==> config.mk <==
export PLATFORM = sky130hd
export DESIGN_NAME = alu
export DESIGN_NICKNAME = d
export VERILOG_FILES = /design/src/design/cpuPkg.sv /design/src/design/alu.sv
export SDC_FILE = /design/constraint.sdc
export NUM_CORES = 1
export LEC_CHECK = 0
export BUFFER_PORTS_ARGS = -buffer_cell sky130_fd_sc_hd__clkbuf_2
export CAP_MARGIN = 10
export CORE_MARGIN = 4
export CORE_UTILIZATION = 50
export DETAILED_ROUTE_END_ITERATION = 16
export PLACE_DENSITY = 0.76
export SYNTH_ARGS = -nofsm -noshare
export SYNTH_HDL_FRONTEND = slang
export SYNTH_SLANG_ARGS = --single-unit
==> constraint.sdc <==
create_clock -name vclk -period 4.7
set_input_delay 0.47 -clock vclk [all_inputs]
set_output_delay 0.47 -clock vclk [all_outputs]
set_load 0.05 [all_outputs]
==> src/design/cpuPkg.sv <==
package cpuPkg;

    // Datapath and memory geometry
    localparam int XLEN       = 32;
    localparam int REG_AW     = 5;
    localparam int NUM_REGS   = 1 << REG_AW;
    localparam int IMEM_WORDS = 256;
    localparam int IMEM_AW    = $clog2(IMEM_WORDS); // 8
    localparam int DMEM_WORDS = 256;
    localparam int DMEM_AW    = $clog2(DMEM_WORDS); // 8

    // Major opcodes of the supported RV32I subset
    typedef enum logic [6:0] {
        OP_R      = 7'b0110011,
        OP_IMM    = 7'b0010011,
        OP_LOAD   = 7'b0000011,
        OP_STORE  = 7'b0100011,
        OP_BRANCH = 7'b1100011
    } opcodeT;

    // Encoded as {inst[30], funct3}, same layout as the R-type fields
    typedef enum logic [3:0] {
        ALU_ADD = 4'b0000,
        ALU_SUB = 4'b1000,
        ALU_SLT = 4'b0010,
        ALU_XOR = 4'b0100,
        ALU_OR  = 4'b0110,
        ALU_AND = 4'b0111
    } aluOpT;

    // Main control bundle, 9 bits
    typedef struct packed {
        logic  regWrite;
        logic  aluSrc;   // 1 selects the immediate as ALU operand b
        logic  memWrite;
        logic  memToReg; // 1 selects load data for writeback
        logic  branch;
        aluOpT aluOp;
    } ctrlT;

    // Register file write port, 38 bits
    typedef struct packed {
        logic              en;
        logic [REG_AW-1:0] addr;
        logic [XLEN-1:0]   data;
    } wbT;

    // Data memory write, 65 bits
    typedef struct packed {
        logic            en;
        logic [XLEN-1:0] addr;
        logic [XLEN-1:0] data;
    } storeT;

endpackage

==> src/design/alu.sv <==
`timescale 1ns/1ps

module alu (
    input  logic [cpuPkg::XLEN-1:0] a,
    input  logic [cpuPkg::XLEN-1:0] b,
    input  cpuPkg::aluOpT           op,
    output logic [cpuPkg::XLEN-1:0] y,
    output logic                    zero
);
    import cpuPkg::*;

    logic sameOps;
    logic ltSigned;

    assign sameOps  = (a == b);
    assign ltSigned = ($signed(a) < $signed(b));

    always_comb begin
        case (op)
            ALU_ADD: y = a + b;
            ALU_SUB: y = a - b;
            ALU_AND: y = a & b;
            ALU_OR:  y = a | b;
            ALU_XOR: y = a ^ b;
            ALU_SLT: y = {{(XLEN-1){1'b0}}, ltSigned};
            default: y = a + b;
        endcase
    end

    // Branch compare takes the equality path instead of waiting on the subtractor
    assign zero = ((op == ALU_SUB) || (op == ALU_XOR)) ? sameOps : (y == '0);

    // Operands are unknown until the first program word and registers settle
    zeroMatchesResult: assert final ($isunknown({a, b}) || (zero == (y == '0)))
        else $error("alu: zero flag disagrees with result");

endmodule

==> results_dict.tcl <==
set metrics [dict create \
    cp_max_fo 5 \
    status "finished with violations" \
    peakVddDrop_v 0.000174 \
    relSlewSlack_pct 54.4 \
    grt_pass1_vias 7075 \
    synth_compound_area_share_pct 39.0 \
    drc_errors 0 \
    grt_pass1_wl_um 33600 \
    post-route-period-util_pct 107 \
    critPathKind "in2out" \
    area_growth_pct 40.9 \
    yosys.area_share.simple_pct 25.5 \
    vias 7514 \
    final_antenna_net_count 0 \
    grt.met3_usage_pct 3.10 \
    post-dp-hpwl_um 16900 \
    wl_um 20700 \
    multi_input_area_um2 5000 \
    n_clock_buffer 0 \
    rsz0062_at_grt "true" \
    syn_inst 823 \
    core_um2 10400 \
    min_period_ns 5.03 \
    placed_cells 1215 \
    slew_viol_final 0 \
    synth_common_cells "ha_1 (96), inv_1 (93), nor2_1 (78), a21oi_1 (67), nand2_1 (62)" \
    antenna_cells 0 \
    hold_violations 0 \
    drive_gt1_share_pct 32.5 \
    synthMuxAreaShare_pct 1.61 \
    maxCapViolations 0 \
    power_leakage_nw 3.85 \
    violations "setup timing" \
    antenna_found_initial 0 \
    cpMaxStageDelayCell "or4_4" \
    gp_congestion 0.981 \
    die-height_um 112 \
    cp_num_buf_inv 3 \
    synth-adder-area-share_pct 23.1 \
    rows 37 \
    post-synth-top-area-cell "ha_1" \
    met2_usage_pct 52.2 \
    min_path_type "in2out" \
    synth_most_common_cell "ha_1" \
    arrival_ns 4.56 \
    overflow 0 \
    cts_hold_buf 0 \
    yosysWarnings 0 \
    required_ns 4.23 \
    synthDistinctLibCells 74 \
    n_fill_cell 893 \
    critPathCaptureType "primary output" \
    worst_slack_ns -0.326 \
    io_buffers 101 \
    fin_nets 1248 \
    hold_ws_ns 1.71 \
    path_cells "clkbuf_2 -> buf_4 -> ha_1 -> fa_2 -> a21oi_1 -> o21bai_1 -> a221o_1 -> a221o_2 -> nor4_4 -> nand4b_1 -> or4_1 -> or4_4 -> nor4b_4 -> nand4b_1 -> or4_4 -> o21ai_4 -> buf_12" \
    synth-xor-area-share_pct 0.978 \
    final_cells 1216 \
    initial_core_util_pct 51.6 \
    seq_cells 0 \
    setup_viol 1 \
    pwr_density_cell_nw_per_um2 163 \
    busiest_layer "met2" \
    syn-cell-area_um2 5370 \
    wl_per_cell_um 17.0 \
    drtPass1Iterations 5 \
    syn_nets 989 \
    use_met1_pct 42.3 \
    cp-start-kind "primary input" \
    final.setup.tns_ns -0.326 \
    grt_max_degree 29 \
    synth_top_family_by_area "compound AO/OA/AOI/OAI gates" \
    tightest_slew_ns 0.678 \
    synth_top_cell_area_share_pct 22.4 \
    avgSynthCellArea_um2 6.53 \
    first_iter_violations 684 \
    critical_path.top_delay_family "simple AND/OR/NAND/NOR gates" \
    track_usage_pct 31.0 \
    ys_seq_area_share_pct 0 \
    ios 101 \
    fmax_mhz 199 \
    die_area_um2 12500 \
    die_w_um 112 \
    yosys-top-cells-area "ha_1 (22%), inv_1 (6.5%), a21oi_1 (6.2%)" \
    seqCellArea_um2 0 \
    via_per_inst 6.18 \
    max_stage_delay_ns 0.45 \
]
-- final timing paths --
kind,start,end,slack (ns),cells past startpoint
worst max-delay path,a[0],zero,-0.33,17
worst min-delay path,b[3],y[3],1.71,5
-- placed cells by master, fill, tap and decap left out, drive strengths merged, types with 13 or more instances in the layout --
cell type,count
a21o,15
o21ai,61
nand3,16
nor2,78
clkbuf,100
o31ai,14
a221oi,13
nor4,13
a31oi,14
a211oi,18
nor3,17
ha,96
inv,93
nand2,62
buf,202
a21oi,67
-- through the flow --
step / worst slack, ns / instance area [µm²] / util [%] / power (mW)
6_report: -0.326 / 7570 / 72.7 / 1.23
5_1_grt: -0.452 / 7570 / 72.7 / 1.32
4_1_cts: -0.273 / 7530 / 72.3 / 1.20
3_5_place_dp: -0.329 / 7480 / 71.8 / 1.19
3_3_place_gp: -0.240 / 7480 / 71.8 / 1.17
2_1_floorplan: 0.0102 / 5450 / - / 0.715
-- kinds of logic after synthesis --
group / Yosys count
adders and majority gates: 98
muxes: 8
buffers and inverters: 139
AOI/OAI and AO/OA: 305
xor gates and xnor gates: 6
and+or+nand+nor: 267
-- what timing repair did --
item	in CTS	in global routing
pin swaps	7	1
gates cloned	0	0
setup buffers	1	0
endpoints found under the hold margin	0	0
resized for setup	11	11
endpoints found under the setup margin	2	4
-- power by group --
| group | total, mW | internal (mW) | switching (mW) |
|---|---|---|---|
| sequential | 0 | 0 | 0 |
| clock | 0 | 0 | 0 |
| combinational | 1.23 | 0.497 | 0.736 |
-- tightest hold or removal path, delay by kind of cell --
| family | cells | cell delay [ns] |
|---|---|---|
| AO/OA/AOI/OAI | 1 | 0.17 |
| adder cells (fa/ha/maj) | 1 | 0.17 |
| buffers and inverters | 3 | 0.43 |
-- routing by layer --
metal | vias up | routed length [µm]
met3 | 77 | 2260
li1 | 3552 | -
met1 | 3366 | 8400
met2 | 519 | 9370
met5 | - | 0
met4 | 0 | 669
-- layout make-up --
cell class | count | share of cell area (%)
Tap cell | 136 | 2.25
Multi-Input combinational cell | 684 | 66.1
Timing Repair Buffer | 302 | 27.0
Inverter | 94 | 4.66
No activity file was read; power rests on OpenSTA's default activity.
