### src/design/cpuPkg.sv
package cpuPkg;

    // Datapath and memory geometry
    localparam int XLEN       = 32;
    localparam int REG_AW     = 5;
    localparam int NUM_REGS   = 1 << REG_AW;
    localparam int IMEM_WORDS = 256;
    localparam int IMEM_AW    = $clog2(IMEM_WORDS); // 8
    localparam int DMEM_WORDS = 256;
    localparam int DMEM_AW    = $clog2(DMEM_WORDS); // 8

    // Major opcodes of the supported RV32I subset
    typedef enum logic [6:0] {
        OP_R      = 7'b0110011,
        OP_IMM    = 7'b0010011,
        OP_LOAD   = 7'b0000011,
        OP_STORE  = 7'b0100011,
        OP_BRANCH = 7'b1100011
    } opcodeT;

    // Encoded as {inst[30], funct3}, same layout as the R-type fields
    typedef enum logic [3:0] {
        ALU_ADD = 4'b0000,
        ALU_SUB = 4'b1000,
        ALU_SLT = 4'b0010,
        ALU_XOR = 4'b0100,
        ALU_OR  = 4'b0110,
        ALU_AND = 4'b0111
    } aluOpT;

    // Main control bundle, 9 bits
    typedef struct packed {
        logic  regWrite;
        logic  aluSrc;   // 1 selects the immediate as ALU operand b
        logic  memWrite;
        logic  memToReg; // 1 selects load data for writeback
        logic  branch;
        aluOpT aluOp;
    } ctrlT;

    // Register file write port, 38 bits
    typedef struct packed {
        logic              en;
        logic [REG_AW-1:0] addr;
        logic [XLEN-1:0]   data;
    } wbT;

    // Data memory write, 65 bits
    typedef struct packed {
        logic            en;
        logic [XLEN-1:0] addr;
        logic [XLEN-1:0] data;
    } storeT;

endpackage

### src/design/regFile.sv
`timescale 1ns/1ps

module regFile (
    input  logic                      CLK,
    input  logic                      rstN,
    input  logic [cpuPkg::REG_AW-1:0] rs1,
    input  logic [cpuPkg::REG_AW-1:0] rs2,
    input  cpuPkg::wbT                wb,
    output logic [cpuPkg::XLEN-1:0]   rd1,
    output logic [cpuPkg::XLEN-1:0]   rd2
);
    import cpuPkg::*;

    logic [XLEN-1:0] regs [NUM_REGS];

    always_ff @(posedge CLK) begin
        if (!rstN) begin
            for (int i = 0; i < NUM_REGS; i++) begin
                regs[i] <= '0;
            end
        end else if (wb.en && (wb.addr != '0)) begin
            regs[wb.addr] <= wb.data; // x0 writes dropped
        end
    end

    // Asynchronous reads, x0 always reads zero
    assign rd1 = (rs1 == '0) ? '0 : regs[rs1];
    assign rd2 = (rs2 == '0) ? '0 : regs[rs2];

endmodule

### config.mk
export PLATFORM = sky130hd
export DESIGN_NAME = regFile
export DESIGN_NICKNAME = d
export VERILOG_FILES = /design/src/design/cpuPkg.sv /design/src/design/regFile.sv
export SDC_FILE = /design/constraint.sdc
export NUM_CORES = 2
export LEC_CHECK = 0
export BUFFER_PORTS_ARGS = -buffer_cell sky130_fd_sc_hd__buf_2
export CAP_MARGIN = 10
export CORE_MARGIN = 8
export CORE_UTILIZATION = 57
export DETAILED_ROUTE_END_ITERATION = 8
export PLACE_DENSITY_LB_ADDON = 0.12
export SYNTH_ARGS = -nofsm -noshare
export SYNTH_HDL_FRONTEND = slang
export SYNTH_SLANG_ARGS = --single-unit
### constraint.sdc
create_clock -name CLK -period 4.6 [get_ports CLK]
set_clock_uncertainty 0.05 [all_clocks]
set_input_delay 0.92 -clock CLK [delete_from_list [all_inputs] [get_ports CLK]]
set_output_delay 0.92 -clock CLK [all_outputs]
set_load 0.01 [all_outputs]
==> flow_summary.json <==
{
  "cts_max_level": 3,
  "max_freq_mhz": 217,
  "min_period_over_period_pct": 100,
  "die_area_um2": 105000,
  "layout_commonest_cell": "edfxtp_1",
  "status": "complete, but fails checks",
  "ios": 114,
  "grt_max_degree": 79,
  "yosys-top-cells-area": "edfxtp_1 (57%), mux4_2 (20%), and2_1 (11%), mux2i_1 (2.8%), clkbuf_1 (1.9%)",
  "layout_common_cells": "edfxtp_1 (1024), and2_1 (995), mux4_2 (470), buf_4 (181), mux2i_1 (154)",
  "drive_gt1_share_pct": 28.8,
  "rsz0062_at_grt": "false",
  "crit_slowest_cell": "nor3_1",
  "io_buffer_count": 113,
  "drtIter0Drc": 5008,
  "grt_overflow": 0,
  "multi_input_area_um2": 22200,
  "pwr_density_cell_nw_per_um2": 369,
  "post-place-ws_ns": 0.0494,
  "yosys.area.top_type": "edfxtp_1",
  "antenna_left": 0,
  "top_register": "regs",
  "worstPathRequired_ns": 3.63,
  "final_core_util_pct": 64.5,
  "nets": 3655,
  "power_frac_comb_pct": 12.5,
  "clkPwrFrac_pct": 38.3,
  "grt_usage_pct": 33.6,
  "cts_tree": "built",
  "path_clk_slew_ns": 0.07,
  "finalSetupViolations": 1,
  "avgViaCountPerCell": 7.03,
  "stdcell_area_um2": 61000,
  "grt_pass1_vias": 35800,
  "worstHoldPathType": "primary input to flop",
  "seq_area_frac_synth_pct": 56.7,
  "avgSynthCellArea_um2": 15.4,
  "fp.dieW_um": 324,
  "cp-start-kind": "primary input",
  "largest_register_ff_count": 1024,
  "start_util_pct": 57.3,
  "place_hpwl_mm": 112,
  "synth-seq-cells": 1024,
  "reg.largest.list": "regs: 1024 flops",
  "p_sw_share_pct": 24.8,
  "synth_top_area_share_pct": 56.7,
  "core_um2": 94600,
  "cp.arrival_ns": 3.63,
  "tns_ns": -0.00456,
  "placed_area_um2": 57500,
  "drc": 0,
  "netlist_area_um2": 54200,
  "slowest_delay_ns": 0.75,
  "power_mw": 22.5,
  "cts_setup_buffers": 0,
  "violations": "negative setup slack",
  "p_leak_nw": 21.2,
  "power_frac_seq_pct": 49.2,
  "ctsLongestPathBuffers": 3,
  "hold_slack_ns": 0.796,
  "cp_max_fo": 25,
  "drt_pass1_iterations": 6,
  "crit_chain": "buf_2 -> buf_4 -> and2_2 -> buf_12 -> a22o_1 -> a2111oi_0 -> buf_4 -> nor3_1 -> buf_2",
  "wire_per_inst_um": 36.2,
  "ys_warn_count": 0,
  "netSwitchingPower_mw": 5.60,
  "worst_setup_path_end_kind": "output pin",
  "fin_crit_ns": 4.60,
  "die_y_um": 324,
  "synth.distinct_cells": 41,
  "dp_cells": 4759,
  "finalHoldViolCount": 0,
  "via_count": 35000,
  "gp_congestion": 0.897,
  "finalWirelength_mm": 180,
  "finalWorstSetupSlack_ns": -0.00456,
  "n_fill_cell": 6659,
  "cap_viol_max_count": 0,
  "cts_num_sinks": 1024,
  "grt_pass1_wl_mm": 256,
  "fin_cells": 4972,
  "drv_slew": 0,
  "syn_inst": 3509,
  "worst_slew_pin_slew_ns": 1.21,
  "syn_to_final_growth_pct": 12.5,
  "p_int_mw": 16.9,
  "ir_drop_mv": 0.345,
  "path_class": "primary input to output pin",
  "seq_area_um2": 30700,
  "antenna_found_initial": 23,
  "cts_buffers": 109,
  "slew_headroom_pct": 19.1,
  "cts_root_buffer": "clkbuf_16",
  "rows": 113
}
-- worst paths after layout --
check             slack, ns  cells past startpoint    from      endpoint
hold / removal         0.80                      2  wb[22]  regs[29][22]
setup / recovery     -0.005                      9  rs2[3]       rd2[19]
-- per-layer routing --
layer  up-vias  share of wire (%)  track usage [%]
met5         -              0.042                0
met4        12                6.7             19.0
met3       582                 12             8.23
met2      2650                 47             53.1
met1     17900                 35             42.5
li1      13800                  -                -
-- logic make-up after synthesis --
family | synth area share [%]
AOI/OAI and AO/OA | 3.96
buffers and inverters | 3.33
DFF | 56.7
muxes | 23.0
other | 0.00692
and+or+nand+nor | 13.0
-- final cells by class --
type | count | area share (%)
sequential | 1024 | 50.4
multi-input combinational | 2126 | 36.4
timing repair buffer | 342 | 4.88
clock buffer | 146 | 4.77
tap | 1265 | 2.59
clock inverter | 55 | 0.837
antenna | 12 | 0.0492
inverter | 2 | 0.0123
-- power by group through the flow --
stage	clock network, mW	registers (mW)	logic [mW]
final	8.63	11.1	2.82
after global routing	9.01	11.1	2.90
after CTS	8.66	11.1	2.79
after detailed placement	0	11.2	2.78
after global placement	0	11.2	2.74
after floorplan	0	11.1	1.68
-- worst max-delay path, delay by kind of cell --
kind,cells,cell delay (ns)
AOI/OAI and AO/OA,2,0.31
buffers and inverters,5,1.31
and+or+nand+nor,2,1.05
-- synth_stat cells (all sizes together) --
cell and number:
edfxtp 1024, and2 996, mux4 470, clkbuf 275, mux2i 154, buf 113, o22ai 79, nor3 54
a22o 51, nor2 36, a211oi 34, o21ai 33, mux2 30, a2111oi 29, o221ai 27, a22oi 18
nor2b 15, a21oi 10, nand2 9, nor4 8, nand2b 6, nand3 5, nand3b 5, a32o 4
a221oi 3, or3 3, or3b 3, and3 2, inv 2, nand4b 2, o211a 2, or2 2
a31o 1, and4b 1, conb 1, nand4 1, nor4b 1
-- timing repair --
item	CTS	global route
endpoints found under the setup margin	0	3
hold buffers	0	0
gates resized for setup	0	2
endpoints found under the hold margin	0	0
Note: power is estimated with default switching activity, not from simulation.
