--- src/design/cpuPkg.sv ---
package cpuPkg;

    // Datapath and memory geometry
    localparam int XLEN       = 32;
    localparam int REG_AW     = 5;
    localparam int NUM_REGS   = 1 << REG_AW;
    localparam int IMEM_WORDS = 256;
    localparam int IMEM_AW    = $clog2(IMEM_WORDS); // 8
    localparam int DMEM_WORDS = 256;
    localparam int DMEM_AW    = $clog2(DMEM_WORDS); // 8

    // Major opcodes of the supported RV32I subset
    typedef enum logic [6:0] {
        OP_R      = 7'b0110011,
        OP_IMM    = 7'b0010011,
        OP_LOAD   = 7'b0000011,
        OP_STORE  = 7'b0100011,
        OP_BRANCH = 7'b1100011
    } opcodeT;

    // Encoded as {inst[30], funct3}, same layout as the R-type fields
    typedef enum logic [3:0] {
        ALU_ADD = 4'b0000,
        ALU_SUB = 4'b1000,
        ALU_SLT = 4'b0010,
        ALU_XOR = 4'b0100,
        ALU_OR  = 4'b0110,
        ALU_AND = 4'b0111
    } aluOpT;

    // Main control bundle, 9 bits
    typedef struct packed {
        logic  regWrite;
        logic  aluSrc;   // 1 selects the immediate as ALU operand b
        logic  memWrite;
        logic  memToReg; // 1 selects load data for writeback
        logic  branch;
        aluOpT aluOp;
    } ctrlT;

    // Register file write port, 38 bits
    typedef struct packed {
        logic              en;
        logic [REG_AW-1:0] addr;
        logic [XLEN-1:0]   data;
    } wbT;

    // Data memory write, 65 bits
    typedef struct packed {
        logic            en;
        logic [XLEN-1:0] addr;
        logic [XLEN-1:0] data;
    } storeT;

endpackage

--- src/design/decoder.sv ---
`timescale 1ns/1ps

module decoder (
    input  logic [cpuPkg::XLEN-1:0]   inst,
    output cpuPkg::ctrlT              ctrl,
    output logic [cpuPkg::XLEN-1:0]   imm,
    output logic [cpuPkg::REG_AW-1:0] rs1,
    output logic [cpuPkg::REG_AW-1:0] rs2,
    output logic [cpuPkg::REG_AW-1:0] rd
);
    import cpuPkg::*;

    opcodeT          opcode;
    logic [2:0]      funct3;
    logic [XLEN-1:0] immI;
    logic [XLEN-1:0] immS;
    logic [XLEN-1:0] immB;

    // funct3 to ALU operation, subSel only honored for R-type
    function automatic aluOpT arithOp(input logic [2:0] f3, input logic subSel);
        aluOpT op;
        case (f3)
            3'b000:  op = subSel ? ALU_SUB : ALU_ADD;
            3'b010:  op = ALU_SLT;
            3'b100:  op = ALU_XOR;
            3'b110:  op = ALU_OR;
            3'b111:  op = ALU_AND;
            default: op = ALU_ADD;
        endcase
        return op;
    endfunction

    assign opcode = opcodeT'(inst[6:0]);
    assign funct3 = inst[14:12];
    assign rs1    = inst[19:15];
    assign rs2    = inst[24:20];
    assign rd     = inst[11:7];

    // Sign-extended immediates
    assign immI = {{20{inst[31]}}, inst[31:20]};
    assign immS = {{20{inst[31]}}, inst[31:25], inst[11:7]};
    assign immB = {{19{inst[31]}}, inst[31], inst[7], inst[30:25], inst[11:8], 1'b0};

    always_comb begin
        ctrl = '0; // Unknown opcodes fall out as no-ops
        imm  = '0;
        case (opcode)
            OP_R: begin
                ctrl.regWrite = 1'b1;
                ctrl.aluOp    = arithOp(funct3, inst[30]);
            end
            OP_IMM: begin
                ctrl.regWrite = 1'b1;
                ctrl.aluSrc   = 1'b1;
                ctrl.aluOp    = arithOp(funct3, 1'b0);
                imm           = immI;
            end
            OP_LOAD: begin
                ctrl.regWrite = 1'b1;
                ctrl.aluSrc   = 1'b1;
                ctrl.memToReg = 1'b1;
                ctrl.aluOp    = ALU_ADD; // Base plus offset
                imm           = immI;
            end
            OP_STORE: begin
                ctrl.aluSrc   = 1'b1;
                ctrl.memWrite = 1'b1;
                ctrl.aluOp    = ALU_ADD;
                imm           = immS;
            end
            OP_BRANCH: begin
                // Only beq is supported
                if (funct3 == 3'b000) begin
                    ctrl.branch = 1'b1;
                    ctrl.aluOp  = ALU_SUB;
                    imm         = immB; // Already scaled by 2
                end
            end
            default: ;
        endcase
    end

endmodule

--- config.mk ---
export PLATFORM = sky130hd
export DESIGN_NAME = decoder
export DESIGN_NICKNAME = d
export VERILOG_FILES = /design/src/design/cpuPkg.sv /design/src/design/decoder.sv
export SDC_FILE = /design/constraint.sdc
export NUM_CORES = 1
export LEC_CHECK = 0
export ABC_AREA = 1
export BUFFER_PORTS_ARGS = -buffer_cell sky130_fd_sc_hd__buf_2
export CAP_MARGIN = 20
export CORE_ASPECT_RATIO = 1.1
export CORE_MARGIN = 2
export CORE_UTILIZATION = 37
export DETAILED_ROUTE_END_ITERATION = 12
export PLACE_DENSITY = 0.85
export SLEW_MARGIN = 25
export SYNTH_ARGS = -nofsm -noshare
export SYNTH_HDL_FRONTEND = slang
export SYNTH_SLANG_ARGS = --single-unit
--- constraint.sdc ---
create_clock -name vclk -period 1.3
set_input_delay 0.065 -clock vclk [all_inputs]
set_output_delay 0.065 -clock vclk [all_outputs]
set_load 0.05 [all_outputs]
==> results.tsv, run 1 <==
metric	value	unit
sw frac	70.6	%
Worst Path Arrival	1.12	ns
seq_cells	0	
total I/O pin count	88	
worst-margin pin slew	0.256	ns
Hold EP	rs1[0]	
Slew HR	83.0	%
hold violation count in the final report	0	
sequential element share of the synthesized area	0	%
Finished Layout Cells	227	
top area cells in the synthesized netlist	buf_4, nand3_1, nand2_1	
Compound-Gate Fraction of Synth Area	1.84	%
RSZ-0062 raised after global routing	no	
CLK BUF	0	
Fmax	844	MHz
number of routed nets with antenna violations	0	
Seq pwr share	0	%
Clock power frac	0	%
Final Max Slew Viols	0	
cell area after synthesis	816	µm²
count of cell types in the netlist	17	
row count	17	
WS Path Type	in -> out	
Initial Util	40.0	%
CP Max Fanout	10	
worst endpoint required time	1.24	ns
first-pass GRT wire length	3.61	mm
final worst slack	0.115	ns
die area	2600	µm²
most frequent cells after synthesis	buf_4, nand3_1, nand2_1	
top-area cell type share of the netlist area	32.2	%
Post-Synth Adder-Cell Area	0	%
fin nets	233	
initial antenna violation count	0	
Final setup viols	0	
Setup TNS	0	ns
CP endpoint kind	primary output	
Die H	53.2	µm
Die Width	48.8	µm
Routed Wire Length	2.41	mm
number of max-capacitance violations reported	0	
ant diodes	0	
Iter 0 DRT Violations	8	
cts hold-fix bufs	0	
mux cell area share after synthesis	0	%
FILL cells	240	
Worst Hold Class	in -> out	
Port Buffers	78	
Pint	0.0816	mW
warning count from the yosys run	0	
status	completed	
switching pwr	0.196	mW
nature of the critical path startpoint	primary input	
pin count of the biggest net entering global routing	21	
top-count cell post-synth	buf_4	
Power Density	251	nW/µm²
Inst Count DP	227	
grt total ovfl	0	
Tcrit/Tclk final	91.1	%
Synth Net Count	185	
Hold WS	0.130	ns
area leader, netlist	buf_4	
DR vias	1069	
layout cells sized above 1	47.2	%
Core ar.	2040	µm²
Post-DP HPWL	1.97	mm
GPL Wtd Cong	0.807	
vias in the first global route	861	
Worst Hold Path Cells	0	
Vias/cell	4.71	
Remaining DRCs	0	
hold_sp	inst[15]	
Place WS	0.0697	ns
worst vdd ir	0.127	mV
Layout area overhead	35.1	%
drt wl/cell	10.6	µm
Logic pwr share	100.0	%
Syn Area/Cell	5.33	µm²
XOR/XNOR share of the synthesized area	0	%
total track usage	16.8	%
cell leakage power	0.727	nW
Min Clock Period, post-route	1.18	ns
final core utilization	54.0	%
post-synthesis simple-gate area fraction	51.1	%
Seq. cell area	0	µm²
Syn Inst Count	153	
main combinational cell family by area after synthesis	simple AND/OR/NAND/NOR gates	
DRT Pass-1 Iters	4	
placed cells by master, fill, tap and decap left out:
cell type	synthesis	layout
buf_6	1	1
o21ai_1	1	1
clkbuf_4	0	6
nand3_4	0	1
nand2_1	24	24
nor2_4	1	2
o21ai_0	2	2
inv_2	1	1
buf_4	35	28
inv_1	22	22
nor3_2	1	2
nor2_1	18	18
nor3_4	1	1
nand3_1	27	26
buf_2	4	52
nand4_1	12	12
cells by family (layout without fill, tap and decap cells):
family	count (synthesis)	in the layout
AND/OR/NAND/NOR	86	86
buffers and inverters	64	110
AO/OA/AOI/OAI	3	3
how the worst max path moves through the flow:
stage	startpoint	end	slack [ns]	depth (start not counted)
6_report	inst[4]	imm[9]	0.12	8
5_1_grt	inst[3]	ctrl[0]	0.007	7
4_1_cts	inst[1]	imm[15]	0.07	8
3_5_place_dp	inst[1]	imm[15]	0.07	8
3_3_place_gp	inst[1]	imm[9]	0.08	9
2_1_floorplan	inst[1]	imm[13]	0.008	7
metrics by stage:
step / power [mW] / cell area (µm²)
final: 0.277 / 1100
after global routing: 0.298 / 1100
after CTS: 0.271 / 1020
after detailed placement: 0.270 / 1020
after global placement: 0.267 / 1020
after floorplan: 0.237 / 826
power groups by stage:
stage | Sequential, mW | Clock, mW | Combinational (mW)
after floorplan | 0 | 0 | 0.237
after global placement | 0 | 0 | 0.267
after detailed placement | 0 | 0 | 0.270
after CTS | 0 | 0 | 0.271
after global routing | 0 | 0 | 0.298
final | 0 | 0 | 0.277
worst max-delay path, stage by stage:
cell     delay (ns)
buf_2          0.13
inv_1          0.05
nand3_1        0.10
nor2_4         0.17
buf_4          0.19
nand2_1        0.06
nand3_1        0.08
buf_2          0.26
area by class of cell:
type                       instances  area, µm²  share of cell area (%)
timing repair buffer              87        527                    47.8
inverter                          23       86.3                    7.83
multi-input combinational         89        454                    41.2
tap                               28       35.0                    3.18
per-layer routing:
layer | part of all wire (%) | wire [µm] | track usage (%) | vias up
met4 | 0.71 | 17 | 1.43 | 0
met2 | 51 | 1220 | 32.9 | 53
met5 | 0 | 0 | 0 | -
li1 | - | - | - | 548
met3 | 7.4 | 178 | 0.565 | 2
met1 | 41 | 985 | 21.2 | 466
timing repair:
| item | CTS | global route |
|---|---|---|
| gates resized for setup | 0 | 49 |
| setup endpoints to repair | 0 | 30 |
| setup buffers | 0 | 0 |
No activity file was read; power rests on OpenSTA's default activity.
==> run 2: changes to the inputs <==
CELL_PAD_IN_SITES_DETAIL_PLACEMENT = 1   (was unset)
CELL_PAD_IN_SITES_GLOBAL_PLACEMENT = 1   (was unset)
CORE_UTILIZATION = 21   (was 37)
MAX_ROUTING_LAYER = met4   (was unset)
PLACE_DENSITY = unset   (was 0.85)
PLACE_DENSITY_LB_ADDON = 0.1   (was unset)
==> run 2 against run 1 <==
Compared with the run above: count of clock-buffer cells in the layout stayed put; flip-flop and latch count stayed put; total power is 1.0% lower; cell area is 0.91% higher; worst setup slack better by 0.0027 ns; final cell count is 8.8% higher; routed wire length is 22% higher; non-clock buffer count is 2 lower; utilization is 24 points lower; sequential share of layout area stayed put; combinational power hardly changed; die area is 69% higher; critical endpoint is now imm[15].
==> results.tsv, run 2 (synthesized netlist as in run 1, its figures left out) <==
metric	value	unit
status	completed	
pin count of the biggest net entering global routing	24	
Logic pwr share	100.0	%
worst-margin pin slew	0.260	ns
row count	23	
Seq. cell area	0	µm²
FILL cells	535	
vias in the first global route	1053	
Layout area overhead	36.4	%
Vias/cell	4.34	
Pint	0.0774	mW
Final Max Slew Viols	0	
DRT Pass-1 Iters	4	
Tcrit/Tclk final	90.9	%
hold_sp	inst[18]	
WS Path Type	in -> out	
Worst Hold Class	in -> out	
Final setup viols	0	
Port Buffers	78	
most frequent cells in the layout	buf_2, nand3_1, nand2_1, inv_1, clkbuf_4	
CLK BUF	0	
Min Clock Period, post-route	1.18	ns
worst endpoint required time	1.24	ns
Worst Path Arrival	1.12	ns
cells along the critical path	buf_2 > nand2_1 > inv_1 > nand2_1 > nor2_2 > nand2_1 > nand3_4 > clkbuf_4	
total I/O pin count	88	
initial antenna violation count	0	
CP Max Fanout	20	
cell leakage power	0.713	nW
DR vias	1073	
nature of the critical path startpoint	primary input	
Core ar.	3680	µm²
layout cells sized above 1	46.7	%
Hold EP	rs1[3]	
CP endpoint kind	primary output	
Iter 0 DRT Violations	26	
first-pass GRT wire length	4.75	mm
Clock power frac	0	%
drt wl/cell	11.9	µm
ant diodes	0	
number of max-capacitance violations reported	0	
Worst Hold Path Cells	0	
total track usage	12.7	%
design area	1110	µm²
slowest stage delay, CP	0.28	ns
Routed Wire Length	2.93	mm
Slew HR	82.8	%
hold violation count in the final report	0	
Remaining DRCs	0	
sw frac	71.8	%
DP Area	1050	µm²
grt total ovfl	0	
Multi-input gate area	449	µm²
Power Density	247	nW/µm²
number of routed nets with antenna violations	0	
switching pwr	0.197	mW
final core utilization	30.2	%
slowest stage cell, crit path	clkbuf_4	
Die H	69.4	µm
Fmax	846	MHz
leading cell type in the layout, fill and taps excluded	buf_2	
seq_cells	0	
Seq pwr share	0	%
Die Width	63.4	µm
worst vdd ir	0.0788	mV
die area	4400	µm²
Post-DP HPWL	2.39	mm
Top cell by count, worst path	nand2_1	
fin nets	231	
Initial Util	22.1	%
GPL Wtd Cong	0.684	
run 2: cell count changes in the layout (fill, tap and decap cells not counted), sizes merged:
cell / change
clkbuf: +15
buf: -17
run 2: worst max-delay path by stage:
stage | endpoint | slack (ns) | start
after floorplan | imm[13] | 0.008 | inst[1]
after global placement | imm[0] | 0.11 | inst[2]
after detailed placement | imm[29] | 0.04 | inst[1]
after CTS | imm[29] | 0.04 | inst[1]
after global routing | imm[15] | -0.009 | inst[3]
final | imm[15] | 0.12 | inst[1]
run 2: per-layer routing:
metal / GRT usage [%] / routed length (µm) / vias up
li1: - / - / 542
met1: 15.0 / 1190 / 487
met2: 24.4 / 1560 / 44
met3: 0.974 / 186 / 0
met4: 0 / 0 / 0
met5: - / 0 / -
run 2: stage by stage:
stage               total power, mW  instances  setup WS, ns  setup TNS (ns)  hold slack [ns]
finish                        0.274        247         0.118               0            0.130
global route                  0.297        247      -0.00947          -0.102            0.130
CTS                           0.273        247        0.0417               0            0.130
detailed placement            0.273        247        0.0401               0            0.130
global placement              0.268        247         0.106               0            0.130
floorplan                     0.237        153       0.00830               0            0.297
run 2: power groups by stage:
| stage | clock network (mW) | registers, mW | logic, mW |
|---|---|---|---|
| 6_report | 0 | 0 | 0.274 |
| 2_1_floorplan | 0 | 0 | 0.237 |
| 3_5_place_dp | 0 | 0 | 0.273 |
| 3_3_place_gp | 0 | 0 | 0.268 |
| 5_1_grt | 0 | 0 | 0.297 |
| 4_1_cts | 0 | 0 | 0.273 |
run 2: timing repair:
| item | 4_1_cts | 5_1_grt |
|---|---|---|
| hold buffers | 0 | 0 |
| endpoints found under the setup margin | 0 | 22 |
| setup buffers | 0 | 0 |
| gates resized for setup | 0 | 25 |
run 2: critical path: cells and delay by family:
family	cells	cell delay [ns]
and+or+nand+nor	5	0.61
buffers and inverters	3	0.43
run 2: cell type report:
type | instances | share of cell area, %
Timing Repair Buffer | 85 | 46.2
Tap cell | 50 | 5.62
Inverter | 23 | 7.76
Multi-Input combinational cell | 89 | 40.4
==> run 3: changes to the inputs <==
CORE_ASPECT_RATIO = unset   (was 1.1)
==> run 3 against run 2 <==
Compared with the run above: count of clock-buffer cells in the layout is the same; critical path depth did not move; non-clock buffer count did not move; critical path type unchanged; sequential share of layout area unchanged; cell area is 1.0% higher; routed wire length decreased by 3.0%; flip-flop and latch count unchanged; via count is 0.93% lower; combinational power is essentially flat; first-iteration DRC count rose by 7.7%.
==> results.tsv, run 3 (synthesized netlist as in run 1, its figures left out) <==
metric	value	unit
pin count of the biggest net entering global routing	21	
Layout area overhead	37.7	%
RSZ-0062 raised after global routing	yes	
vias in the first global route	1001	
first-pass GRT wire length	4.35	mm
Port Buffers	78	
grt total ovfl	0	
Seq. cell area	0	µm²
hold violation count in the final report	0	
fin nets	231	
Total Power	0.274	mW
hold_sp	inst[19]	
number of max-capacitance violations reported	0	
die area	4400	µm²
cell leakage power	0.706	nW
final worst slack	0.0659	ns
GPL Wtd Cong	0.595	
DR vias	1063	
worst endpoint required time	1.24	ns
Vias/cell	4.34	
nature of the critical path startpoint	primary input	
number of routed nets with antenna violations	0	
layout cells sized above 1	46.7	%
Power Density	244	nW/µm²
Die H	66.3	µm
Worst Path Arrival	1.17	ns
Routed Wire Length	2.84	mm
Remaining DRCs	0	
Core ar.	3690	µm²
Iter 0 DRT Violations	28	
row count	22	
drt wl/cell	11.6	µm
ant diodes	0	
FILL cells	534	
Place WS	0.0292	ns
Tcrit/Tclk final	94.9	%
Worst Hold Class	in -> out	
Setup TNS	0	ns
worst-margin pin slew	0.252	ns
Min Clock Period, post-route	1.23	ns
Die Width	66.3	µm
most frequent cells in the layout	buf_2, clkbuf_4, nand3_1, nand2_1, inv_1	
CP Max Fanout	11	
total I/O pin count	88	
seq_cells	0	
post-CTS setup buffer count	0	
Slew HR	83.3	%
total track usage	12.2	%
worst vdd ir	0.0872	mV
Initial Util	22.1	%
Final setup viols	0	
initial antenna violation count	0	
CP endpoint kind	primary output	
Fmax	810	MHz
CLK BUF	0	
DRT Pass-1 Iters	4	
WS Path Type	in -> out	
Final Max Slew Viols	0	
leading cell type in the layout, fill and taps excluded	buf_2	
crit path from	inst[13]	
status	completed	
## run 3: cell count changes in the layout (fill, tap and decap cells not counted)
cell,change
buf_12,-1
buf_2,-9
buf_4,+3
buf_6,+1
clkbuf_4,+6
## run 3: cell type report
class | instances | area (µm²) | share of cell area (%)
timing repair buffer | 85 | 528 | 47.0
multi-input combinational | 89 | 449 | 40.0
inverter | 23 | 86.3 | 7.68
tap | 48 | 60.1 | 5.35
## run 3: path summary, 6_finish.rpt
| kind | endpoint | slack [ns] | depth (start not counted) |
|---|---|---|---|
| worst min-delay path | rs1[4] | 0.13 | 0 |
| worst max-delay path | imm[9] | 0.07 | 8 |
## run 3: per-stage QoR
stage	instances	util (%)	hold slack (ns)	instance area (µm²)
after global placement	245	28.0	0.131	1030
after detailed placement	245	28.0	0.131	1030
after floorplan	153	-	0.297	826
after global routing	245	30.5	0.130	1120
final	245	30.5	0.130	1120
after CTS	245	28.0	0.131	1030
## run 3: worst max-delay path, stage by stage
cell and delay [ns]:
buf_2 0.12, nor2_1 0.15, nand2_1 0.14, buf_4 0.20
nor2_1 0.10, nand2_1 0.06, nand3_1 0.10, clkbuf_4 0.24
## run 3: report_power, final
part | internal, mW | switching (mW) | leakage [nW] | total (mW)
sequential | 0 | 0 | 0 | 0
combinational | 0.0772 | 0.197 | 0.706 | 0.274
clock | 0 | 0 | 0 | 0
## run 3: timing repair
item                       CTS  global route
setup endpoints to repair    0            31
hold buffers                 0             0
gates resized for setup      0            38
## run 3: metal layers
layer	global-route usage (%)	part of all wire (%)
met2	23.6	52
met1	14.9	42
met3	0.341	5.8
met5	-	0
met4	0	0
